**src/vm16_core_pkg.sv**
```systemverilog
/* data path widths and control states of the core */
package vm16_core_pkg;

    localparam int WORD_WIDTH = 16;
    localparam int REG_COUNT  = 8;

    typedef logic [WORD_WIDTH-1:0]         word_t;
    typedef logic [$clog2(REG_COUNT)-1:0]  reg_sel_t;

    // one instruction walks FETCH, READ_RD, READ_RA and, for memory ops, MEM and WB
    typedef enum logic [2:0] {
        ST_START,
        ST_FETCH,
        ST_READ_RD,
        ST_READ_RA,
        ST_MEM,
        ST_WB,
        ST_HALT
    } core_state_t;

endpackage

```
**src/vm16_isa_pkg.sv**
```systemverilog
/* instruction set encodings for the 16-bit core. UADDI and SSUBI are any ARITH function
   code with bit 4 set, and the whole simm5 field is then the immediate */
package vm16_isa_pkg;

    // top five bits of every instruction word
    typedef enum logic [4:0] {
        OP_NOP     = 5'h00,
        OP_LW      = 5'h01,
        OP_SW      = 5'h02,
        OP_BIT     = 5'h03,
        OP_MOV     = 5'h04,
        OP_MOVI    = 5'h05,
        OP_ARITH_U = 5'h06,
        OP_ARITH_S = 5'h07,
        OP_HALT    = 5'h1f
    } opcode_t;

    // simm5 read as a function code, the group opcode picks signed or unsigned
    typedef enum logic [4:0] {
        FN_OR    = 5'h00,
        FN_XOR   = 5'h01,
        FN_AND   = 5'h02,
        FN_NOT   = 5'h03,
        FN_LSHFT = 5'h04,
        FN_RSHFT = 5'h05,
        FN_ADD   = 5'h06,
        FN_SUB   = 5'h07,
        FN_ADDI  = 5'h10
    } func_t;

    typedef enum logic [4:0] {
        ALU_NOP, ALU_MOV, ALU_MOVI, ALU_LW, ALU_SW,
        ALU_OR, ALU_XOR, ALU_AND, ALU_NOT, ALU_LSHFT, ALU_RSHFT,
        ALU_UADD, ALU_USUB, ALU_UADDI,
        ALU_SADD, ALU_SSUB, ALU_SSUBI
    } alu_op_t;

    // MOVI form
    typedef struct packed {
        opcode_t    opcode;
        logic [2:0] rd;
        logic [7:0] imm8;
    } instr_imm_t;

    // register form, also used by LW/SW and the BIT/ARITH groups
    typedef struct packed {
        opcode_t    opcode;
        logic [2:0] rd;
        logic [2:0] ra;
        logic [4:0] simm5;
    } instr_reg_t;

    typedef union packed {
        instr_imm_t i;
        instr_reg_t r;
    } instr_t;

endpackage
```
**src/vm16_core.sv**
```systemverilog
/* core top. prog_we may only be used while reset is held. The wb_* trace is the
   register file write port, one wb_valid pulse per register write */
`timescale 1ns/10ps
module vm16_core #(
    parameter int INSTR_DEPTH   = 64,
    parameter int SCRATCH_DEPTH = 64
) (
    input  logic                     clk,
    input  logic                     reset,
    input  logic                     prog_we,
    input  vm16_core_pkg::word_t     prog_addr,
    input  vm16_core_pkg::word_t     prog_data,
    output logic                     wb_valid,
    output vm16_core_pkg::reg_sel_t  wb_reg,
    output vm16_core_pkg::word_t     wb_data,
    output logic                     halted
);
    import vm16_isa_pkg::*;
    import vm16_core_pkg::*;

    word_t    pc;
    word_t    instr_addr;
    word_t    instr_rdata;
    instr_t   instr;
    reg_sel_t rd;
    reg_sel_t ra;
    logic [7:0] imm8;
    logic [4:0] simm5;
    alu_op_t  alu_op;
    logic     has_imm8;
    logic     has_we;
    logic     has_mem;
    logic     has_mem_we;
    logic     halt;
    reg_sel_t reg_rsel;
    word_t    reg_rdata;
    word_t    alu_a;
    word_t    alu_b;
    word_t    alu_result;
    word_t    mem_addr;
    word_t    mem_wdata;
    logic     mem_we;
    word_t    mem_rdata;

    // program loader owns the instruction RAM port while it writes
    assign instr_addr = prog_we ? prog_addr : pc;

    vm16_bram #(.DEPTH(INSTR_DEPTH)) u_instr_mem (
        .clk   (clk),
        .addr  (instr_addr),
        .wdata (prog_data),
        .we    (prog_we),
        .rdata (instr_rdata)
    );

    vm16_bram #(.DEPTH(SCRATCH_DEPTH)) u_scratch_mem (
        .clk   (clk),
        .addr  (mem_addr),
        .wdata (mem_wdata),
        .we    (mem_we),
        .rdata (mem_rdata)
    );

    vm16_control u_control (
        .clk         (clk),
        .reset       (reset),
        .instr_rdata (instr_rdata),
        .pc          (pc),
        .instr       (instr),
        .rd          (rd),
        .ra          (ra),
        .imm8        (imm8),
        .simm5       (simm5),
        .has_imm8    (has_imm8),
        .has_we      (has_we),
        .has_mem     (has_mem),
        .has_mem_we  (has_mem_we),
        .halt        (halt),
        .reg_rsel    (reg_rsel),
        .reg_rdata   (reg_rdata),
        .alu_a       (alu_a),
        .alu_b       (alu_b),
        .alu_result  (alu_result),
        .mem_addr    (mem_addr),
        .mem_wdata   (mem_wdata),
        .mem_we      (mem_we),
        .mem_rdata   (mem_rdata),
        .reg_we      (wb_valid),
        .reg_wsel    (wb_reg),
        .reg_wdata   (wb_data),
        .halted      (halted)
    );

    vm16_decoder u_decoder (
        .instr      (instr),
        .rd         (rd),
        .ra         (ra),
        .imm8       (imm8),
        .simm5      (simm5),
        .alu_op     (alu_op),
        .has_imm8   (has_imm8),
        .has_we     (has_we),
        .has_mem    (has_mem),
        .has_mem_we (has_mem_we),
        .halt       (halt)
    );

    vm16_alu u_alu (
        .op     (alu_op),
        .a      (alu_a),
        .b      (alu_b),
        .simm5  (simm5),
        .result (alu_result)
    );

    vm16_regfile u_regfile (
        .clk   (clk),
        .reset (reset),
        .rsel  (reg_rsel),
        .rdata (reg_rdata),
        .we    (wb_valid),
        .wsel  (wb_reg),
        .wdata (wb_data)
    );

endmodule

```
**src/vm16_control.sv**
```systemverilog
/* multi-cycle sequencer. Register ops take 3 cycles and LW/SW take 5, with no stalls.
   The instruction RAM must give read data one cycle after the pc */
`timescale 1ns/10ps
module vm16_control (
    input  logic                     clk,
    input  logic                     reset,
    input  vm16_core_pkg::word_t     instr_rdata,
    output vm16_core_pkg::word_t     pc,
    output vm16_isa_pkg::instr_t     instr,
    input  vm16_core_pkg::reg_sel_t  rd,
    input  vm16_core_pkg::reg_sel_t  ra,
    input  logic [7:0]               imm8,
    input  logic [4:0]               simm5,
    input  logic                     has_imm8,
    input  logic                     has_we,
    input  logic                     has_mem,
    input  logic                     has_mem_we,
    input  logic                     halt,
    output vm16_core_pkg::reg_sel_t  reg_rsel,
    input  vm16_core_pkg::word_t     reg_rdata,
    output vm16_core_pkg::word_t     alu_a,
    output vm16_core_pkg::word_t     alu_b,
    input  vm16_core_pkg::word_t     alu_result,
    output vm16_core_pkg::word_t     mem_addr,
    output vm16_core_pkg::word_t     mem_wdata,
    output logic                     mem_we,
    input  vm16_core_pkg::word_t     mem_rdata,
    output logic                     reg_we,
    output vm16_core_pkg::reg_sel_t  reg_wsel,
    output vm16_core_pkg::word_t     reg_wdata,
    output logic                     halted
);
    import vm16_core_pkg::*;

    core_state_t state;
    word_t       op_a;
    word_t       op_b;
    word_t       operand_b;

    always_ff @(posedge clk) begin
        if (reset) begin
            state <= ST_START;
            pc    <= '0;
            instr <= '0;
        end else begin
            case (state)
                // RAM is reading address 0 this cycle
                ST_START: state <= ST_FETCH;
                ST_FETCH: begin
                    instr <= instr_rdata;
                    pc    <= pc + word_t'(1);
                    state <= ST_READ_RD;
                end
                ST_READ_RD: state <= ST_READ_RA;
                ST_READ_RA: begin
                    if (halt) begin
                        state <= ST_HALT;
                    end else if (has_mem) begin
                        state <= ST_MEM;
                    end else begin
                        state <= ST_FETCH;
                    end
                end
                ST_MEM:  state <= ST_WB;
                ST_WB:   state <= ST_FETCH;
                default: state <= ST_HALT;
            endcase
        end
    end

    // operand b is the imm8 for MOVI, otherwise the ra register
    assign operand_b = has_imm8 ? {{(WORD_WIDTH-8){1'b0}}, imm8} : reg_rdata;

    always_ff @(posedge clk) begin
        if (state == ST_READ_RD) begin
            op_a <= reg_rdata;
        end
        if (state == ST_READ_RA) begin
            op_b <= operand_b;
        end
    end

    assign reg_rsel = (state == ST_READ_RA) ? ra : rd;
    assign alu_a    = op_a;
    assign alu_b    = (state == ST_READ_RA) ? operand_b : op_b;

    // in MEM and WB the ALU passes the latched base through
    assign mem_addr  = alu_result + {{(WORD_WIDTH-5){1'b0}}, simm5};
    assign mem_wdata = op_a;
    assign mem_we    = has_mem_we && (state == ST_MEM);

    assign reg_we    = has_we && (has_mem ? (state == ST_WB) : (state == ST_READ_RA));
    assign reg_wsel  = rd;
    assign reg_wdata = (state == ST_WB) ? mem_rdata : alu_result;

    assign halted = (state == ST_HALT);

endmodule

```
**src/vm16_alu.sv**
```systemverilog
/* combinational ALU. a is the rd value, b the ra value or the MOVI immediate */
`timescale 1ns/10ps
module vm16_alu (
    input  vm16_isa_pkg::alu_op_t  op,
    input  vm16_core_pkg::word_t   a,
    input  vm16_core_pkg::word_t   b,
    input  logic [4:0]             simm5,
    output vm16_core_pkg::word_t   result
);
    import vm16_isa_pkg::*;
    import vm16_core_pkg::*;

    word_t imm_zext;
    word_t imm_sext;

    assign imm_zext = {{(WORD_WIDTH-5){1'b0}}, simm5};
    assign imm_sext = {{(WORD_WIDTH-5){simm5[4]}}, simm5};

    always_comb begin
        case (op)
            // NOT inverts b, not a
            ALU_OR:    result = a | b;
            ALU_XOR:   result = a ^ b;
            ALU_AND:   result = a & b;
            ALU_NOT:   result = ~b;
            ALU_LSHFT: result = a << b;
            ALU_RSHFT: result = a >> b;
            // moves pass b, loads and stores pass b as the base address
            ALU_MOV, ALU_MOVI, ALU_LW, ALU_SW: result = b;
            ALU_UADD:  result = a + b;
            ALU_USUB:  result = a - b;
            ALU_UADDI: result = a + imm_zext;
            // two's complement, so these wrap exactly like the unsigned ops
            ALU_SADD:  result = word_t'($signed(a) + $signed(b));
            ALU_SSUB:  result = word_t'($signed(a) - $signed(b));
            ALU_SSUBI: result = word_t'($signed(a) - $signed(imm_sext));
            default:   result = '0;
        endcase
    end

endmodule

```
**src/vm16_decoder.sv**
```systemverilog
/* combinational decode of the instruction register. Unknown opcodes and function
   codes come out as ALU_NOP with every flag low */
`timescale 1ns/10ps
module vm16_decoder (
    input  vm16_isa_pkg::instr_t     instr,
    output vm16_core_pkg::reg_sel_t  rd,
    output vm16_core_pkg::reg_sel_t  ra,
    output logic [7:0]               imm8,
    output logic [4:0]               simm5,
    output vm16_isa_pkg::alu_op_t    alu_op,
    output logic                     has_imm8,
    output logic                     has_we,
    output logic                     has_mem,
    output logic                     has_mem_we,
    output logic                     halt
);
    import vm16_isa_pkg::*;

    logic imm_form;

    // both views of the same word
    assign rd    = instr.r.rd;
    assign ra    = instr.r.ra;
    assign simm5 = instr.r.simm5;
    assign imm8  = instr.i.imm8;

    // ARITH immediate ops are flagged by bit 4 of the function code
    assign imm_form = |(instr.r.simm5 & FN_ADDI);

    always_comb begin
        alu_op = ALU_NOP;
        case (instr.r.opcode)
            OP_LW:   alu_op = ALU_LW;
            OP_SW:   alu_op = ALU_SW;
            OP_MOV:  alu_op = ALU_MOV;
            OP_MOVI: alu_op = ALU_MOVI;
            OP_BIT: begin
                case (func_t'(instr.r.simm5))
                    FN_OR:    alu_op = ALU_OR;
                    FN_XOR:   alu_op = ALU_XOR;
                    FN_AND:   alu_op = ALU_AND;
                    FN_NOT:   alu_op = ALU_NOT;
                    FN_LSHFT: alu_op = ALU_LSHFT;
                    FN_RSHFT: alu_op = ALU_RSHFT;
                    default:  alu_op = ALU_NOP;
                endcase
            end
            OP_ARITH_U: begin
                if (imm_form) begin
                    alu_op = ALU_UADDI;
                end else if (func_t'(instr.r.simm5) == FN_ADD) begin
                    alu_op = ALU_UADD;
                end else if (func_t'(instr.r.simm5) == FN_SUB) begin
                    alu_op = ALU_USUB;
                end
            end
            OP_ARITH_S: begin
                if (imm_form) begin
                    alu_op = ALU_SSUBI;
                end else if (func_t'(instr.r.simm5) == FN_ADD) begin
                    alu_op = ALU_SADD;
                end else if (func_t'(instr.r.simm5) == FN_SUB) begin
                    alu_op = ALU_SSUB;
                end
            end
            default: alu_op = ALU_NOP;
        endcase
    end

    // SW is the only valid op that leaves the registers alone
    assign has_we     = (alu_op != ALU_NOP) && (alu_op != ALU_SW);
    assign has_imm8   = (instr.r.opcode == OP_MOVI);
    assign has_mem    = (instr.r.opcode == OP_LW) || (instr.r.opcode == OP_SW);
    assign has_mem_we = (instr.r.opcode == OP_SW);
    assign halt       = (instr.r.opcode == OP_HALT);

endmodule

```
**src/vm16_regfile.sv**
```systemverilog
/* eight general registers, each reset to its own index. One asynchronous read port
   and one clocked write port */
`timescale 1ns/10ps
module vm16_regfile (
    input  logic                     clk,
    input  logic                     reset,
    input  vm16_core_pkg::reg_sel_t  rsel,
    output vm16_core_pkg::word_t     rdata,
    input  logic                     we,
    input  vm16_core_pkg::reg_sel_t  wsel,
    input  vm16_core_pkg::word_t     wdata
);
    import vm16_core_pkg::*;

    word_t regs [REG_COUNT];

    always_ff @(posedge clk) begin
        if (reset) begin
            // r0 = 0, r1 = 1 ... r7 = 7
            for (int i = 0; i < REG_COUNT; i++) begin
                regs[i] <= word_t'(i);
            end
        end else if (we) begin
            regs[wsel] <= wdata;
        end
    end

    assign rdata = regs[rsel];

endmodule

```
**src/vm16_bram.sv**
```systemverilog
/* single-port RAM, read data valid one cycle after the address. Address bits above
   the depth are dropped, and a write cycle keeps the old read data */
`timescale 1ns/10ps
module vm16_bram #(
    parameter int DEPTH = 64
) (
    input  logic                  clk,
    input  vm16_core_pkg::word_t  addr,
    input  vm16_core_pkg::word_t  wdata,
    input  logic                  we,
    output vm16_core_pkg::word_t  rdata
);
    import vm16_core_pkg::*;

    localparam int ADDR_BITS = (DEPTH > 1) ? $clog2(DEPTH) : 1;

    word_t mem [DEPTH];

    initial begin
        for (int i = 0; i < DEPTH; i++) begin
            mem[i] = '0;
        end
    end

    always_ff @(posedge clk) begin
        if (we) begin
            mem[addr[ADDR_BITS-1:0]] <= wdata;
        end else begin
            rdata <= mem[addr[ADDR_BITS-1:0]];
        end
    end

endmodule

```
**config.mk**
```make
export PLATFORM = sky130hd
export DESIGN_NAME = vm16_core
export DESIGN_NICKNAME = d
export VERILOG_FILES = /design/src/vm16_core_pkg.sv /design/src/vm16_isa_pkg.sv /design/src/vm16_core.sv /design/src/vm16_control.sv /design/src/vm16_alu.sv /design/src/vm16_decoder.sv /design/src/vm16_regfile.sv /design/src/vm16_bram.sv
export SDC_FILE = /design/constraint.sdc
export NUM_CORES = 2
export LEC_CHECK = 0
export ABC_AREA = 0
export BUFFER_PORTS_ARGS = -buffer_cell sky130_fd_sc_hd__buf_2
export CORE_ASPECT_RATIO = 2
export CORE_MARGIN = 2
export CORE_UTILIZATION = 55
export DETAILED_ROUTE_END_ITERATION = 16
export PLACE_DENSITY = 0.71
export RECOVER_POWER = 50
export SLEW_MARGIN = 20
export SYNTH_ARGS = -nofsm -noshare
export SYNTH_HDL_FRONTEND = slang
export SYNTH_HIERARCHICAL = 1
export SYNTH_SLANG_ARGS = --single-unit
```
**constraint.sdc**
```tcl
create_clock -name clk -period 17.3 [get_ports clk]
set_input_delay 0.865 -clock clk [delete_from_list [all_inputs] [get_ports clk]]
set_output_delay 0.865 -clock clk [all_outputs]
set_load 0.005 [all_outputs]
```
* Word-level counts from Yosys, hierarchy flattened
Memories as Yosys holds them, arrays and structs flattened. A register that Yosys moved wholly into a read port is not among the register bits.
Cells that the tools add are included.
** Storage, ports and cells
- Register bits :: 67
- Bits in writable memories :: 2176
- Logic and storage cells :: 102
- Memories :: 3
** Memory list
- u_instr_mem.mem :: words 64, width 16, read ports 1, clocked after Yosys merged registers in 1, write ports 1, RTL line vm16_bram.sv:17 : word_t mem [DEPTH];
- u_scratch_mem.mem :: words 64, width 16, read ports 1, clocked after Yosys merged registers in 1, write ports 1, RTL line vm16_bram.sv:17
- u_regfile.regs :: words 8, width 16, read ports 1, clocked after Yosys merged registers in 0, write ports 8, RTL line vm16_regfile.sv:15 : word_t regs [REG_COUNT];
** Operators by class
- Add/sub/neg operators :: 8
- Eq/ne operators :: 38
- Shifts and indexed selects :: 2
- Muxes and demuxes :: 30
- Bitwise logic cells :: 4
- Reduce and logical (&&, ||, !) cells :: 12
** Operators by type and width (number)
- $pmux W16 S13 :: 1
- $mux W16 :: 4
- $eq A5 B3 Y1 const B :: 12
- $eq A5 B4 Y1 const B :: 8
- $pmux W5 S7 :: 1
- $add A16 B16 Y16 :: 2
- $sub A16 B16 Y16 :: 2
- $eq A5 B2 Y1 const B :: 6
- $pmux W4 S6 :: 1
- $mux W5 :: 4
- $add A16 B1 Y16 const B :: 1
- $add A16 B5 Y16 :: 1
- $and A16 B16 Y16 :: 1
- $not A16 Y16 :: 1
- $or A16 B16 Y16 :: 1
- $reduce_or A16 Y1 :: 1
- $shl A16 B16 Y16 :: 1
- $shr A16 B16 Y16 :: 1
- $sub A16 B5 Y16 :: 1
- $xor A16 B16 Y16 :: 1
- $eq A5 B1 Y1 const B :: 3
- $pmux W3 S5 :: 1
- $mux W3 :: 4
- $mux W1 :: 11
- other kinds (16) :: 24

* Depth between registers and ports, before layout
- Depth after elaboration :: 13
- Gate-level depth with buffers :: 36
- Depth with buffers taken out :: 29

* By module
Netlist, hierarchy kept.
** By module, submodules not included
- vm16_bram :: times used 2, cells an instance 2289, area an instance 39874.5 um2, seq. area each 31230.0 um2
- vm16_regfile :: times used 1, cells an instance 372, area an instance 5881.9 um2, seq. area each 3843.7 um2
- vm16_alu :: times used 1, cells an instance 718, area an instance 5019.8 um2, seq. area each 0.0 um2
- vm16_control :: times used 1, cells an instance 349, area an instance 3290.7 um2, seq. area each 1501.4 um2
- vm16_decoder :: times used 1, cells an instance 70, area an instance 491.7 um2, seq. area each 0.0 um2
- vm16_core :: times used 1, cells an instance 18, area an instance 249.0 um2, seq. area each 0.0 um2

* Worst setup path before layout
Ideal clock, no wire load.
- Path type :: reg-to-reg
- From :: register u_control.state[0]
- To :: memory u_scratch_mem/mem[4][0] (netlist name), enable pin
- Arrival :: 7.581 ns
- Required time :: 16.912 ns
- Slack :: 9.331 ns
- Stages on the path, launching flop included :: 35
- Buffers on the path :: 9
- Cell sequence :: dfxtp_1 buf_4 nor2b_1 nand2_1 mux2_2 buf_6 buf_6 mux4_1 mux2_2 mux2i_1 o21ai_0 buf_2 inv_2 buf_2 ha_1 nand2_1 a21oi_1 a21oi_1 ha_1 nor2b_1 o21a_1 nor2_1 xnor2_1 a221oi_1 o211ai_1 ha_1 and3_1 a2111o_1 xor2_1 buf_2 or3_1 clkbuf_1 clkbuf_1 clkbuf_1 nor2_1
** On the way
- Word-level cells in the longest chain between the ends :: 8
- Elaborated cells on any way between the ends :: 21
- Classes of those cells :: 5 x add/sub; 2 x eq/ne; 2 x shift; 6 x mux; 4 x bitwise; 1 x reduce/logical; 1 x memory
** RTL lines
- from (decl) :: RTL line vm16_control.sv:35 : core_state_t state;
- from (signal assigned) :: RTL line vm16_control.sv:42 : state <= ST_START;
- from (signal assigned) :: RTL line vm16_control.sv:48 : ST_START: state <= ST_FETCH;
- from (signal assigned) :: RTL line vm16_control.sv:52 : state <= ST_READ_RD;
- $eq A3 B2 Y1 * :: RTL line vm16_control.sv:83 : assign reg_rsel = (state == ST_READ_RA) ? ra : rd;
- $mux W3 * :: RTL line vm16_control.sv:83
- via reg_rsel[0] :: RTL line vm16_core.sv:35 : reg_sel_t reg_rsel;
- $mem_v2 Z8 W16 *
- via reg_rdata[1] :: RTL line vm16_core.sv:36 : word_t reg_rdata;
- $mux W16 * :: RTL line vm16_control.sv:72 : assign operand_b = has_imm8 ? {{(WORD_WIDTH-8){1'b0}}, imm8} : reg_rdata;
- $mux W16 * :: RTL line vm16_control.sv:85 : assign alu_b = (state == ST_READ_RA) ? operand_b : op_b;
- via alu_b[1] :: RTL line vm16_core.sv:38 : word_t alu_b;
- $sub A16 B16 Y16 (tied with other cells) :: RTL line vm16_alu.sv:35 : ALU_SSUB: result = word_t'($signed(a) - $signed(b));
- $pmux W16 S13 * :: RTL line vm16_alu.sv:20 : case (op)
- via alu_result[3] :: RTL line vm16_core.sv:39 : word_t alu_result;
- $add A6 B5 Y6 * :: RTL line vm16_control.sv:88 : assign mem_addr = alu_result + {{(WORD_WIDTH-5){1'b0}}, simm5};
- via mem_addr[5] :: RTL line vm16_core.sv:40 : word_t mem_addr;
- to (decl) :: RTL line vm16_bram.sv:17
Mark *: on every way through the listed nets, which the timed path passes. The rest lies on a longest branch.

* Worst setup path in the final report
- From :: register u_control.state[0]
- To :: register u_scratch_mem.rdata[6], read port of u_scratch_mem.mem (data pin)
** On the way
- Word-level cells in the longest chain between the ends :: 8
- Elaborated cells on any way between the ends :: 20
- Classes of those cells :: 5 x add/sub; 2 x eq/ne; 2 x shift; 4 x mux; 4 x bitwise; 2 x reduce/logical; 1 x memory
** RTL lines
- $eq A3 B2 Y1 * :: RTL line vm16_control.sv:83
- $mux W3 * :: RTL line vm16_control.sv:83
- via reg_rsel[0] :: RTL line vm16_core.sv:35
- $mem_v2 Z8 W16 *
- via reg_rdata[1] :: RTL line vm16_core.sv:36
- $mux W16 * :: RTL line vm16_control.sv:72
- $mux W16 * :: RTL line vm16_control.sv:85
- via alu_b[1] :: RTL line vm16_core.sv:38
- $sub A16 B16 Y16 (tied with other cells) :: RTL line vm16_alu.sv:35
- $pmux W16 S13 * :: RTL line vm16_alu.sv:20
- via alu_result[1] :: RTL line vm16_core.sv:39
- $add A6 B5 Y6 * :: RTL line vm16_control.sv:88
- via mem_addr[1] :: RTL line vm16_core.sv:40
- to (decl) :: RTL line vm16_bram.sv:11 : output vm16_core_pkg::word_t rdata
Marks and branches as above.
A chain may end at the register's enable or synchronous reset.

==> metrics.md <==
| Metric | Value |
|---|---|
| Vias in the first global route | 57,310 |
| Pins over their slew limit | 2,402 |
| # clock sinks | between 2,000 and 2,500 |
| Tot GR Track Use | between 30% and 40% |
| Final instance area | ~100,000 um2 |
| Final Cycle Share | slightly below 80% |
| Final hold vios | 0 |
| Max rail drop VDD | between 0.00015 and 0.0002 V |
| Critical path class | register to register |
| Setup ws final | roughly 3.7 ns |
| Worst Skew | approximately 0.07 ns |
| Dpl cell area | ~97,000 um2 |
| Total power | around 15,000 uW |
| Initial antenna violation count | 14 |
| Setup Total Neg Slack | 0 ns |
| Final setup violation count | 0 |
| Hold buffers post-CTS | 0 |
| Multi-input logic area | between 20,000 and 25,000 um2 |
| PortBufs | 45 |
| Shortest period the worst path allows | between 10 and 15 ns |
| Max stage delay on crit path | ~1.7 ns |
| Worst-Margin Slew | slightly above 4 ns |
| Most used cell, CP | buf_4 |
| Via count | 58,750 |
| Final Wtd Congestion | between 0.9 and 1 |
| Crit-path max FO | 41 |
| # nets final | roughly 6,000 |
| Starting Density | around 55% |
| Worst hold-check path type | register to register |
| Mapped Area | roughly 94,000 um2 |
| Mapped Nets | around 6,100 |
| Pleak | about 0.032 uW |
| # Post-CTS Setup Buffers | 0 |
| Root Buffer Master | clkbuf_16 |
| Setup crit end kind | register |
| Mean Syn Cell Area | around 16 um2 |
| Critical Path AT | roughly 14 ns |
| Critical Path RT | around 18 ns |
| Max_slew headroom | -169.8% |
| Area grow syn2layout | 9.511% |
| # IOs | 56 |
| Die Wd | 296.1 um |
| Achievable frequency | 0.07361 GHz |
| First drt pass iteration count | 8 |
| 1st-iter DRT viols | ~7,700 |
| Final core occ | 60.56% |
| Floorplan core area | ~170,000 um2 |
| Crit-path slowest cell | clkbuf_1 |
| RSZ-0062 raised after global routing | false |
| DIE AREA | about 170,000 um2 |
| Post-DR vias/cell | between 6 and 7 |
| Post-route DRC | 0 |
| Std cell rows | ~210 |
| Clock transition at path regs | ~0.07 ns |
| Skew-Pair Late Insertion Delay | approximately 0.86 ns |
| Resized cells post-CTS | 0 |
| Post-Synthesis Cells | approximately 6,000 |
| Largest net degree at the start of global routing | about 90 |
| Clock buffer depth | 4 |
| Global route overflow | 0 |
| Pwr/cell area | 141.4 nW/um2 |
| Post-Route WL | about 300 mm |
| CTS Buf Count | 191 |
| Setup crit start kind | register |
| Max-cap check violation count | between 40 and 50 |
| CTS tree | done |
| Post-placement worst setup slack | ~6.3 ns |
| Ratio of cells with drive above 1 in the final layout | a little over an eighth |
| Sequential Area | 67,600 um2 |
| Ys Warns | 6 |
| Final ANT Viol Nets | 0 |
| First-pass GRT wire length | ~420 mm |
| Outcome | complete, but fails checks |
| H-Tree Depth | 4 |
| DP Wirelength | about 190 mm |
| Wirelength per Cell | between 30 and 40 um |
| Chip height | just under 600 um |
| Failing checks | capacitance limit, slew limit |
| # fillers | between 10,000 and 15,000 |
-- final timing paths --
kind	start	endpoint	slack, ns	cells after the start
hold / removal	u_control/instr[14]	u_control/instr[14]	0.50	2
hold reg to reg	u_control/instr[14]	u_control/instr[14]	0.50	2
setup / recovery	u_control/state[0]	u_scratch_mem/rdata[6]	3.71	30
setup reg to reg	u_control/state[0]	u_scratch_mem/rdata[6]	3.71	30
-- critical path: cells and delay by family, from the launching register on --
kind	cells	cell delay (ns)
flops	1	0.38
mux	4	1.64
buf+inv	7	4.96
simple gates	7	1.89
fa+ha+maj	3	2.11
compound gates	9	2.11
-- cells in the final DEF (no fill, tap or decap), drive strengths merged, types with 56 or more instances in the layout --
| cell type | n |
|---|---|
| nor3 | 220 |
| mux2 | 163 |
| edfxtp | 2224 |
| mux2i | 165 |
| ha | 73 |
| clkbuf | 301 |
| o22ai | 133 |
| nand2 | 196 |
| a22oi | 352 |
| o21ai | 232 |
| a21oi | 190 |
| o221ai | 56 |
| nor2 | 361 |
| clkinv | 83 |
| inv | 62 |
| buf | 272 |
| a221oi | 358 |
| mux4 | 74 |
-- cell type report --
| type | count | area share [%] |
|---|---|---|
| antenna | 27 | 0.06572 |
| clock buffer | 232 | 4.861 |
| clock inverter | 107 | 1.150 |
| inverter | 69 | 0.2519 |
| multi-input combinational | 3169 | 22.96 |
| sequential | 2265 | 65.75 |
| tap | 2268 | 2.760 |
| timing repair buffer | 341 | 2.198 |
-- power breakdown --
part	leakage, uW	internal [uW]	total, uW	switching (uW)
combinational	0.00870	1170	3880	2720
clock	0.00301	2430	4370	1940
sequential	0.0205	6190	6280	93.2
total	0.0322	9790	14500	4750
-- through the flow --
stage,cells,hold WS (ns)
after global routing,8472,0.5423
after detailed placement,8111,0.4905
after floorplan,6013,0.4330
final,8478,0.4991
after global placement,8111,0.4818
after CTS,8450,0.5006
-- registers in the layout (all words and copies together), names as in the netlist --
| name | cells |
|---|---|
| u_instr_mem/rdata | 16 |
| u_control/op_b | 16 |
| u_control/pc | 6 |
| u_scratch_mem/mem | 1024 |
| u_scratch_mem/rdata | 16 |
| u_control/state | 3 |
| u_control/instr | 16 |
| u_regfile/regs | 128 |
| u_instr_mem/mem | 1024 |
| u_control/alu_a | 16 |
-- per-layer routing --
layer  track usage [%]  routed length, um
met4             29.74              32410
met1             36.32              89710
met3             5.513              25410
met2             56.92             147900
met5                 0                 29
(Power assumes the default switching activity.)
